## config.mk

```make
export PLATFORM = sky130hd
export DESIGN_NAME = dma_cluster_frontend
export DESIGN_NICKNAME = d
export VERILOG_FILES = /design/src/common/dma_pkg.sv /design/src/common/tcdm_pkg.sv /design/src/dma_cluster_frontend.sv /design/src/dma/dma_distributed_midend.sv /design/src/dma/dma_split_midend.sv /design/src/dma_req_cut.sv
export SDC_FILE = /design/constraint.sdc
export NUM_CORES = 2
export LEC_CHECK = 0
export BUFFER_PORTS_ARGS = -buffer_cell sky130_fd_sc_hd__buf_2
export CAP_MARGIN = 40
export CORE_UTILIZATION = 62
export CTS_CLUSTER_DIAMETER = 200
export CTS_CLUSTER_SIZE = 40
export DETAILED_ROUTE_END_ITERATION = 7
export PLACE_DENSITY = 0.86
export SLEW_MARGIN = 25
export SYNTH_ARGS = -nofsm -noshare
export SYNTH_HDL_FRONTEND = slang
export SYNTH_SLANG_ARGS = --single-unit
```

## constraint.sdc

```tcl
create_clock -name clk_i -period 24.9 [get_ports clk_i]
set_clock_uncertainty 0.15 [all_clocks]
set_input_delay 7.47 -clock clk_i [delete_from_list [all_inputs] [get_ports clk_i]]
set_output_delay 7.47 -clock clk_i [all_outputs]
set_load 0.01 [all_outputs]
```

## src/common/dma_pkg.sv

```systemverilog
// Burst field widths and the meta encoding used by every DMA stage.
// A burst is packed as {src, dst, num_bytes} with src in the upper bits.
package dma_pkg;

  // Byte address width of both sides
  localparam int unsigned AddrWidth = 32;

  // Byte count of one burst, zero is not a legal value
  localparam int unsigned LenWidth = 16;

  // One packed burst as it travels through the spill registers
  localparam int unsigned BurstWidth = 2 * AddrWidth + LenWidth;

  // Meta word bit positions
  localparam int unsigned MetaWidth         = 2;
  localparam int unsigned MetaTransComplete = 0;
  localparam int unsigned MetaBackendIdle   = 1;

  // Idle and no completion pending after reset
  localparam logic [MetaWidth-1:0] MetaResetValue = 2'b10;

endpackage
```

## src/common/tcdm_pkg.sv

```systemverilog
// TCDM address map of the cluster, groups interleaved on GroupRegionBytes.
// The TCDM base must be aligned to ClusterRegionBytes for the fields to hold.
package tcdm_pkg;
  import dma_pkg::*;

  localparam int unsigned BankBytes          = 4;
  localparam int unsigned NumGroups          = 4;
  localparam int unsigned NumBanksPerGroup   = 16;
  localparam int unsigned GroupRegionBytes   = NumBanksPerGroup * BankBytes;
  localparam int unsigned ClusterRegionBytes = NumGroups * GroupRegionBytes;

  localparam int unsigned ByteOffWidth   = $clog2(BankBytes);
  localparam int unsigned BankIdxWidth   = $clog2(NumBanksPerGroup);
  localparam int unsigned GroupIdxWidth  = $clog2(NumGroups);
  localparam int unsigned RegionIdxWidth = AddrWidth - GroupIdxWidth - BankIdxWidth
                                           - ByteOffWidth;

  // One address word, flat or split into its interleaving fields
  typedef union packed {
    logic [AddrWidth-1:0] flat;
    struct packed {
      logic [RegionIdxWidth-1:0] region;
      logic [GroupIdxWidth-1:0]  group;
      logic [BankIdxWidth-1:0]   bank;
      logic [ByteOffWidth-1:0]   offset;
    } fields;
  } tcdm_addr_u;

endpackage

```

## src/dma_cluster_frontend.sv

```systemverilog
// Cluster DMA front end, from burst request to per-group sub-bursts.
// TCDMBaseAddr must be ClusterRegionBytes-aligned. Zero-length requests are illegal.
module dma_cluster_frontend
  import dma_pkg::*;
  import tcdm_pkg::*;
#(
  parameter logic [AddrWidth-1:0] TCDMBaseAddr   = 32'h0000_0000,
  parameter logic [AddrWidth-1:0] TCDMSize       = 32'h0001_0000,
  parameter int unsigned          TransFifoDepth = 8
) (
  input  logic                                 clk_i,
  input  logic                                 reset_i,
  input  logic [AddrWidth-1:0]                 src_addr_i,
  input  logic [AddrWidth-1:0]                 dst_addr_i,
  input  logic [LenWidth-1:0]                  num_bytes_i,
  input  logic                                 req_valid_i,
  output logic                                 req_ready_o,
  output logic [NumGroups-1:0][AddrWidth-1:0] grp_src_addr_o,
  output logic [NumGroups-1:0][AddrWidth-1:0] grp_dst_addr_o,
  output logic [NumGroups-1:0][LenWidth-1:0]  grp_num_bytes_o,
  output logic [NumGroups-1:0]                 grp_valid_o,
  input  logic [NumGroups-1:0]                 grp_ready_i,
  input  logic [NumGroups-1:0]                 grp_done_i,
  output logic                                 trans_complete_o,
  output logic                                 backend_idle_o
);

  logic [BurstWidth-1:0] cut_data;
  logic [AddrWidth-1:0]  cut_src, cut_dst, split_src, split_dst;
  logic [LenWidth-1:0]   cut_len, split_len;
  logic                  cut_valid, cut_ready, split_last, split_valid, split_ready;
  logic                  piece_done, piece_last_done, piece_idle;
  logic                  trans_complete, backend_idle;
  logic [NumGroups-1:0][AddrWidth-1:0] dist_src, dist_dst;
  logic [NumGroups-1:0][LenWidth-1:0]  dist_len;
  logic [NumGroups-1:0]                dist_valid, dist_ready;
  logic [MetaWidth-1:0]  meta_d, meta_q;

  dma_req_cut #(
    .Width(BurstWidth)
  ) i_req_cut (
    .clk_i  (clk_i                                 ),
    .reset_i(reset_i                               ),
    .data_i ({src_addr_i, dst_addr_i, num_bytes_i}),
    .valid_i(req_valid_i                           ),
    .ready_o(req_ready_o                           ),
    .data_o (cut_data                              ),
    .valid_o(cut_valid                             ),
    .ready_i(cut_ready                             )
  );

  assign {cut_src, cut_dst, cut_len} = cut_data;

  dma_split_midend #(
    .TCDMBaseAddr(TCDMBaseAddr),
    .TCDMSize    (TCDMSize    )
  ) i_split_midend (
    .clk_i            (clk_i          ),
    .reset_i          (reset_i        ),
    .src_addr_i       (cut_src        ),
    .dst_addr_i       (cut_dst        ),
    .num_bytes_i      (cut_len        ),
    .valid_i          (cut_valid      ),
    .ready_o          (cut_ready      ),
    .src_addr_o       (split_src      ),
    .dst_addr_o       (split_dst      ),
    .num_bytes_o      (split_len      ),
    .last_o           (split_last     ),
    .valid_o          (split_valid    ),
    .ready_i          (split_ready    ),
    .piece_done_i     (piece_done     ),
    .piece_last_done_i(piece_last_done),
    .piece_idle_i     (piece_idle     ),
    .trans_complete_o (trans_complete ),
    .backend_idle_o   (backend_idle   )
  );

  dma_distributed_midend #(
    .TCDMBaseAddr  (TCDMBaseAddr  ),
    .TCDMSize      (TCDMSize      ),
    .TransFifoDepth(TransFifoDepth)
  ) i_distributed_midend (
    .clk_i            (clk_i          ),
    .reset_i          (reset_i        ),
    .src_addr_i       (split_src      ),
    .dst_addr_i       (split_dst      ),
    .num_bytes_i      (split_len      ),
    .last_i           (split_last     ),
    .valid_i          (split_valid    ),
    .ready_o          (split_ready    ),
    .grp_src_addr_o   (dist_src       ),
    .grp_dst_addr_o   (dist_dst       ),
    .grp_num_bytes_o  (dist_len       ),
    .grp_valid_o      (dist_valid     ),
    .grp_ready_i      (dist_ready     ),
    .grp_done_i       (grp_done_i     ),
    .piece_done_o     (piece_done     ),
    .piece_last_done_o(piece_last_done),
    .piece_idle_o     (piece_idle     )
  );

  for (genvar g = 0; g < NumGroups; g++) begin : gen_grp_cut
    logic [BurstWidth-1:0] grp_data;

    dma_req_cut #(
      .Width(BurstWidth)
    ) i_grp_cut (
      .clk_i  (clk_i                                 ),
      .reset_i(reset_i                               ),
      .data_i ({dist_src[g], dist_dst[g], dist_len[g]}),
      .valid_i(dist_valid[g]                         ),
      .ready_o(dist_ready[g]                         ),
      .data_o (grp_data                              ),
      .valid_o(grp_valid_o[g]                        ),
      .ready_i(grp_ready_i[g]                        )
    );

    assign {grp_src_addr_o[g], grp_dst_addr_o[g], grp_num_bytes_o[g]} = grp_data;
  end

  // Meta leaves through one register
  always_comb begin
    meta_d                    = '0;
    meta_d[MetaTransComplete] = trans_complete;
    meta_d[MetaBackendIdle]   = backend_idle;
  end

  always_ff @(posedge clk_i) begin
    if (reset_i) begin
      meta_q <= MetaResetValue;
    end else begin
      meta_q <= meta_d;
    end
  end

  assign trans_complete_o = meta_q[MetaTransComplete];
  assign backend_idle_o   = meta_q[MetaBackendIdle];

endmodule

```

## src/dma/dma_distributed_midend.sv

```systemverilog
// Hands each group its share of one region-bounded piece and tracks completion.
// Groups must report done in the order they accepted their sub-bursts.
module dma_distributed_midend
  import dma_pkg::*;
  import tcdm_pkg::*;
#(
  parameter logic [AddrWidth-1:0] TCDMBaseAddr   = 32'h0000_0000,
  parameter logic [AddrWidth-1:0] TCDMSize       = 32'h0001_0000,
  parameter int unsigned          TransFifoDepth = 8
) (
  input  logic                                 clk_i,
  input  logic                                 reset_i,
  input  logic [AddrWidth-1:0]                 src_addr_i,
  input  logic [AddrWidth-1:0]                 dst_addr_i,
  input  logic [LenWidth-1:0]                  num_bytes_i,
  input  logic                                 last_i,
  input  logic                                 valid_i,
  output logic                                 ready_o,
  output logic [NumGroups-1:0][AddrWidth-1:0] grp_src_addr_o,
  output logic [NumGroups-1:0][AddrWidth-1:0] grp_dst_addr_o,
  output logic [NumGroups-1:0][LenWidth-1:0]  grp_num_bytes_o,
  output logic [NumGroups-1:0]                 grp_valid_o,
  input  logic [NumGroups-1:0]                 grp_ready_i,
  input  logic [NumGroups-1:0]                 grp_done_i,
  output logic                                 piece_done_o,
  output logic                                 piece_last_done_o,
  output logic                                 piece_idle_o
);

  localparam int unsigned PtrWidth     = (TransFifoDepth > 1) ? $clog2(TransFifoDepth) : 1;
  localparam int unsigned CntWidth     = $clog2(TransFifoDepth + 1);
  // A group may finish before the rest of its piece is accepted
  localparam int unsigned DoneCntWidth = $clog2(TransFifoDepth + 2);

  logic                 has_tcdm, dst_in_tcdm;
  tcdm_addr_u           tcdm_addr;
  logic [AddrWidth-1:0] piece_end;
  logic [NumGroups-1:0] involved, sent_q, taken, pending, head_mask;
  logic                 push, retire, fifo_full, fifo_empty, head_last;

  logic [NumGroups-1:0]    fifo_mask_q [TransFifoDepth];
  logic                    fifo_last_q [TransFifoDepth];
  logic [PtrWidth-1:0]     wr_ptr_q, rd_ptr_q;
  logic [CntWidth-1:0]     fifo_cnt_q;
  logic [DoneCntWidth-1:0] done_cnt_q [NumGroups];

  assign dst_in_tcdm    = (dst_addr_i - TCDMBaseAddr) < TCDMSize;
  assign has_tcdm       = dst_in_tcdm || ((src_addr_i - TCDMBaseAddr) < TCDMSize);
  assign tcdm_addr.flat = dst_in_tcdm ? dst_addr_i : src_addr_i;
  assign piece_end      = tcdm_addr.flat + AddrWidth'(num_bytes_i);

  // Overlap of the piece with each group window of the same region
  always_comb begin
    tcdm_addr_u           win;
    logic [AddrWidth-1:0] win_end, sub_start, sub_end, sub_off;
    for (int unsigned g = 0; g < NumGroups; g++) begin
      win.fields.region = tcdm_addr.fields.region;
      win.fields.group  = GroupIdxWidth'(g);
      win.fields.bank   = '0;
      win.fields.offset = '0;
      win_end   = win.flat + AddrWidth'(GroupRegionBytes);
      sub_start = (tcdm_addr.flat > win.flat) ? tcdm_addr.flat : win.flat;
      sub_end   = (piece_end < win_end) ? piece_end : win_end;
      sub_off   = sub_start - tcdm_addr.flat;
      involved[g]        = has_tcdm ? (sub_start < sub_end) : (g == 0);
      grp_num_bytes_o[g] = has_tcdm ? LenWidth'(sub_end - sub_start) : num_bytes_i;
      grp_src_addr_o[g]  = src_addr_i + (has_tcdm ? sub_off : '0);
      grp_dst_addr_o[g]  = dst_addr_i + (has_tcdm ? sub_off : '0);
    end
  end

  assign grp_valid_o = {NumGroups{valid_i && !fifo_full}} & involved & ~sent_q;
  assign taken       = sent_q | (grp_valid_o & grp_ready_i) | ~involved;
  assign ready_o     = !fifo_full && (&taken);
  assign push        = valid_i && ready_o;

  always_ff @(posedge clk_i) begin
    if (reset_i || push) begin
      sent_q <= '0;
    end else begin
      sent_q <= sent_q | (grp_valid_o & grp_ready_i);
    end
  end

  assign fifo_full  = fifo_cnt_q == CntWidth'(TransFifoDepth);
  assign fifo_empty = fifo_cnt_q == '0;
  assign head_mask  = fifo_mask_q[rd_ptr_q];
  assign head_last  = fifo_last_q[rd_ptr_q];

  for (genvar g = 0; g < NumGroups; g++) begin : gen_pending
    assign pending[g] = (done_cnt_q[g] != '0) || grp_done_i[g];
  end

  assign retire = !fifo_empty && (&(~head_mask | pending));

  always_ff @(posedge clk_i) begin
    if (push) begin
      fifo_mask_q[wr_ptr_q] <= involved;
      fifo_last_q[wr_ptr_q] <= last_i;
    end
  end

  always_ff @(posedge clk_i) begin
    if (reset_i) begin
      wr_ptr_q   <= '0;
      rd_ptr_q   <= '0;
      fifo_cnt_q <= '0;
      for (int unsigned g = 0; g < NumGroups; g++) begin
        done_cnt_q[g] <= '0;
      end
    end else begin
      if (push) begin
        wr_ptr_q <= (wr_ptr_q == PtrWidth'(TransFifoDepth - 1)) ? '0 : wr_ptr_q + 1'b1;
      end
      if (retire) begin
        rd_ptr_q <= (rd_ptr_q == PtrWidth'(TransFifoDepth - 1)) ? '0 : rd_ptr_q + 1'b1;
      end
      fifo_cnt_q <= fifo_cnt_q + CntWidth'(push) - CntWidth'(retire);
      for (int unsigned g = 0; g < NumGroups; g++) begin
        done_cnt_q[g] <= done_cnt_q[g] + DoneCntWidth'(grp_done_i[g])
                         - DoneCntWidth'(retire && head_mask[g]);
      end
    end
  end

  assign piece_done_o      = retire;
  assign piece_last_done_o = head_last;
  assign piece_idle_o      = fifo_empty;

endmodule

```

## src/dma/dma_split_midend.sv

```systemverilog
// Cuts a burst at every cluster region boundary of its TCDM-side address.
// Zero-length bursts are not handled. Without a TCDM side the burst passes whole.
module dma_split_midend
  import dma_pkg::*;
  import tcdm_pkg::*;
#(
  parameter logic [AddrWidth-1:0] TCDMBaseAddr = 32'h0000_0000,
  parameter logic [AddrWidth-1:0] TCDMSize     = 32'h0001_0000
) (
  input  logic                 clk_i,
  input  logic                 reset_i,
  // Burst in
  input  logic [AddrWidth-1:0] src_addr_i,
  input  logic [AddrWidth-1:0] dst_addr_i,
  input  logic [LenWidth-1:0]  num_bytes_i,
  input  logic                 valid_i,
  output logic                 ready_o,
  // Pieces out
  output logic [AddrWidth-1:0] src_addr_o,
  output logic [AddrWidth-1:0] dst_addr_o,
  output logic [LenWidth-1:0]  num_bytes_o,
  output logic                 last_o,
  output logic                 valid_o,
  input  logic                 ready_i,
  // Meta
  input  logic                 piece_done_i,
  input  logic                 piece_last_done_i,
  input  logic                 piece_idle_i,
  output logic                 trans_complete_o,
  output logic                 backend_idle_o
);

  localparam int unsigned RegionOffWidth = $clog2(ClusterRegionBytes);

  logic                 busy_q;
  logic                 has_tcdm_q, tcdm_dst_q;
  logic [AddrWidth-1:0] src_q, dst_q;
  logic [LenWidth-1:0]  len_q;
  logic                 src_in_tcdm, dst_in_tcdm;
  tcdm_addr_u           tcdm_addr;
  logic [LenWidth-1:0]  to_boundary, piece_len;
  logic                 piece_out;

  // Wraps below the base, so one compare covers both bounds
  assign src_in_tcdm = (src_addr_i - TCDMBaseAddr) < TCDMSize;
  assign dst_in_tcdm = (dst_addr_i - TCDMBaseAddr) < TCDMSize;

  assign tcdm_addr.flat = tcdm_dst_q ? dst_q : src_q;
  assign to_boundary    = LenWidth'(ClusterRegionBytes)
                          - LenWidth'(tcdm_addr.flat[RegionOffWidth-1:0]);

  assign last_o    = !has_tcdm_q || (len_q <= to_boundary);
  assign piece_len = last_o ? len_q : to_boundary;
  assign piece_out = valid_o && ready_i;

  assign valid_o     = busy_q;
  assign src_addr_o  = src_q;
  assign dst_addr_o  = dst_q;
  assign num_bytes_o = piece_len;

  // Next burst goes in as the last piece leaves
  assign ready_o = !busy_q || (piece_out && last_o);

  always_ff @(posedge clk_i) begin
    if (reset_i) begin
      busy_q <= 1'b0;
    end else if (ready_o) begin
      busy_q <= valid_i;
    end
  end

  always_ff @(posedge clk_i) begin
    if (valid_i && ready_o) begin
      src_q      <= src_addr_i;
      dst_q      <= dst_addr_i;
      len_q      <= num_bytes_i;
      has_tcdm_q <= src_in_tcdm || dst_in_tcdm;
      tcdm_dst_q <= dst_in_tcdm;
    end else if (piece_out) begin
      src_q <= src_q + AddrWidth'(piece_len);
      dst_q <= dst_q + AddrWidth'(piece_len);
      len_q <= len_q - piece_len;
    end
  end

  assign trans_complete_o = piece_done_i && piece_last_done_i;
  assign backend_idle_o   = !busy_q && piece_idle_i;

endmodule

```

## src/dma_req_cut.sv

```systemverilog
// Two-entry spill register, full throughput, one cycle of latency.
// Neither ready nor data has a combinational path from input to output.
module dma_req_cut #(
  parameter int unsigned Width = 32
) (
  input  logic             clk_i,
  input  logic             reset_i,
  input  logic [Width-1:0] data_i,
  input  logic             valid_i,
  output logic             ready_o,
  output logic [Width-1:0] data_o,
  output logic             valid_o,
  input  logic             ready_i
);

  logic [Width-1:0] a_data_q, b_data_q;
  logic             a_full_q, b_full_q;
  logic             a_fill, a_drain, b_fill, b_drain;

  assign a_fill  = valid_i && ready_o;
  // A moves into B only when the output stalls
  assign a_drain = a_full_q && !b_full_q;
  assign b_fill  = a_drain && !ready_i;
  assign b_drain = b_full_q && ready_i;

  always_ff @(posedge clk_i) begin
    if (reset_i) begin
      a_full_q <= 1'b0;
      b_full_q <= 1'b0;
    end else begin
      a_full_q <= a_fill || (a_full_q && !a_drain);
      b_full_q <= b_fill || (b_full_q && !b_drain);
    end
  end

  always_ff @(posedge clk_i) begin
    if (a_fill) begin
      a_data_q <= data_i;
    end
    if (b_fill) begin
      b_data_q <= a_data_q;
    end
  end

  // B always holds the older entry
  assign valid_o = a_full_q || b_full_q;
  assign data_o  = b_full_q ? b_data_q : a_data_q;
  assign ready_o = !a_full_q || !b_full_q;

endmodule

```

==> reports/metrics.yaml <==
cts_root_buf: "clkbuf_16"
synth_edf_count: 922
rsz0062_at_grt: "no"
critPathMaxFanout: 75
fp.coreArea_um2: 98300
synth.area.top_cells: "edfxtp_1 45%, ha_1 12%, mux2_2 6.4%, xnor2_1 4.2%, a21oi_1 3.3%"
worstHoldStart: "gen_grp_cut[1].i_grp_cut.a_data_q[44]"
drive_above_1_share: 0.174
overflow: 0
clk_latency_ns: 0.70
cp_top_family: "compound AO/OA/AOI/OAI gates"
grt_pass1_wl_mm: 266
mostFrequentLayoutCells: "922 x edfxtp_1, 583 x ha_1, 420 x buf_2"
grt_max_degree: 76
final_common_cell: "edfxtp_1"
post-route-period-util: 0.553
numCtsBuffers: 28
netlist.top_cell.by_area: "edfxtp_1"
netlist_instances: 5454
max_slew_margin: 0.0850
cpMostUsedCell: "buf_4"
vdd_drop_max_uv: 85.0
die_h_um: 317
hold_path_end: "gen_grp_cut[1].i_grp_cut.b_data_q[44]"
synth_cell_types: 91
grt_pass1_vias: 44157
worstMarginPinSlew_ns: 1.37
clkTransAtPathRegs_ns: 0.15
cts_tree: "yes"
path_class: "reg2reg"
worstPathRequired_ns: 25.27
wl_mm: 185
syn-cell-area_um2: 61500
antenna_found_initial: 9
finalHoldViolations: 0
avgRoutedWirePerCell_um: 25.3
firstDrtPassIters: 5
critPathSlowestCell: "edfxtp_1"
outcome: "finished clean"
grt.total_usage: 0.355
setup_ws_ns: 11.13
avgSynthCellArea_um2: 11.3
area_delta_synth_final_pct: 9.31
dp.cells: 7228
nets: 6688
finalSetupViolCount: 0
drv_slew: 0
die_w_um: 317
cts_sinks: 968
cts_setup_buffers: 0
drtIter0Drc: 5343
hp-class: "reg2reg"
cp-end-kind: "flop"
async_reset_ff_frac: 0
rr_endpoint: "i_split_midend.dst_addr_o[10]"
synth_seq_cells: 968
die_area_um2: 100000
synth_ff_type: "edfxtp_1"
p_leak_nw: 27.2
yosysWarnings: 0
h-tree-depth: 1
r2r_slack_ns: 11.13
initial_core_util: 0.625
drc_errors: 0
crit_buf_inv: 8
rows: 115
synth_seq_area_share: 0.465
yosysTopAreaCellShare: 0.450
gp_congestion: 1.05
pre_cts_ws_ns: 11.27
cp-start-kind: "flop"
ios: 418
max_stage_delay_ns: 0.80
antenna_left: 0
vias: 46675
final_cell_count_no_fill: 7308
portBuffers: 417
worstPathArrival_ns: 14.14
dpl.hpwl_mm: 140
cap_violations: 0
path_depth: 48
power_mw: 7.63
cellPowerDensity_nw_per_um2: 114
fin_tns_setup_ns: 0
max_freq_mhz: 72.6
ctsHoldBuffers: 0
r2r_cells: 48
via_per_inst: 6.39
clockBufferDepth: 3
whs_path_depth: 0
postCtsResizedCells: 0
period_needed_ns: 13.77
worstReg2RegStart: "i_split_midend.tcdm_dst_q"
cells in the mapped netlist (41+ instances only):
cell,count
o21a_1,62
ha_1,583
a21oi_1,409
nor2b_1,74
edfxtp_1,922
nor2_1,378
and2_1,42
a211oi_1,43
xnor2_1,295
a21o_1,169
nor3_1,83
o211ai_1,41
clkbuf_1,102
dfxtp_1,46
nand4_1,45
o21bai_1,42
nand3_1,66
o21ai_0,272
nand2_1,324
inv_1,275
mux2i_1,173
xor2_1,116
nand2b_1,59
mux2_2,351
logic make-up after synthesis:
family	Yosys count	synth area share
AOI/OAI and AO/OA	1244	0.126
xor gates and xnor gates	411	0.0586
adders and majority gates	604	0.126
buffers and inverters	431	0.0280
DFF	968	0.465
muxes	537	0.0968
other	2	0.000122
and+or+nand+nor	1257	0.0995
sequential cells by signal (all words and copies together) (netlist names), 2 cells and up, named ones only:
| register | count |
|---|---|
| gen_grp_cut.i_grp_cut.a_data_q | 320 |
| gen_grp_cut.i_grp_cut.a_full_q | 4 |
| gen_grp_cut.i_grp_cut.b_data_q | 320 |
| gen_grp_cut.i_grp_cut.b_full_q | 4 |
| i_distributed_midend.done_cnt_q | 16 |
| i_distributed_midend.fifo_cnt_q | 4 |
| i_distributed_midend.fifo_last_q | 8 |
| i_distributed_midend.fifo_mask_q | 32 |
| i_distributed_midend.rd_ptr_q | 3 |
| i_distributed_midend.sent_q | 4 |
| i_distributed_midend.wr_ptr_q | 3 |
| i_req_cut.a_data_q | 80 |
| i_req_cut.b_data_q | 80 |
| i_split_midend.dst_addr_o | 32 |
| i_split_midend.len_q | 16 |
| i_split_midend.src_addr_o | 32 |
| meta_q | 2 |
routing by layer:
metal | GRT usage | share of wire
met4 | 0.196 | 0.065
met2 | 0.535 | 0.43
met5 | 0 | 0.00018
met3 | 0.0644 | 0.11
met1 | 0.487 | 0.40
worst max-delay path by stage:
stage                               from                            end
6_report       i_split_midend.tcdm_dst_q  i_split_midend.dst_addr_o[10]
4_1_cts        i_split_midend.tcdm_dst_q   i_split_midend.dst_addr_o[4]
3_3_place_gp   i_split_midend.tcdm_dst_q         i_req_cut.b_data_q[29]
2_1_floorplan  i_split_midend.tcdm_dst_q          i_req_cut.b_data_q[0]
5_1_grt        i_split_midend.tcdm_dst_q   i_split_midend.dst_addr_o[6]
3_5_place_dp   i_split_midend.tcdm_dst_q  i_split_midend.src_addr_o[24]
report_power, final:
group,internal [mW],total [mW],switching [mW]
clock,0.226,0.692,0.466
combinational,1.88,4.79,2.91
sequential,1.99,2.15,0.158
layout make-up:
class,count,area (um^2)
multi-input combinational,4143,31600
antenna,6,15.0
clock inverter,1,30.0
sequential,968,28600
fill,7141,31100
inverter,290,1090
clock buffer,51,808
tap,1287,1610
timing repair buffer,562,3440
metrics by stage:
stage	utilization	hold WS (ns)	area, um^2
2_1_floorplan	-	0.272	61800
3_3_place_gp	0.669	0.274	65800
3_5_place_dp	0.672	0.280	66000
4_1_cts	0.681	0.307	66900
5_1_grt	0.684	0.320	67200
6_report	0.684	0.297	67200
Power figures use the tool's default switching activity.
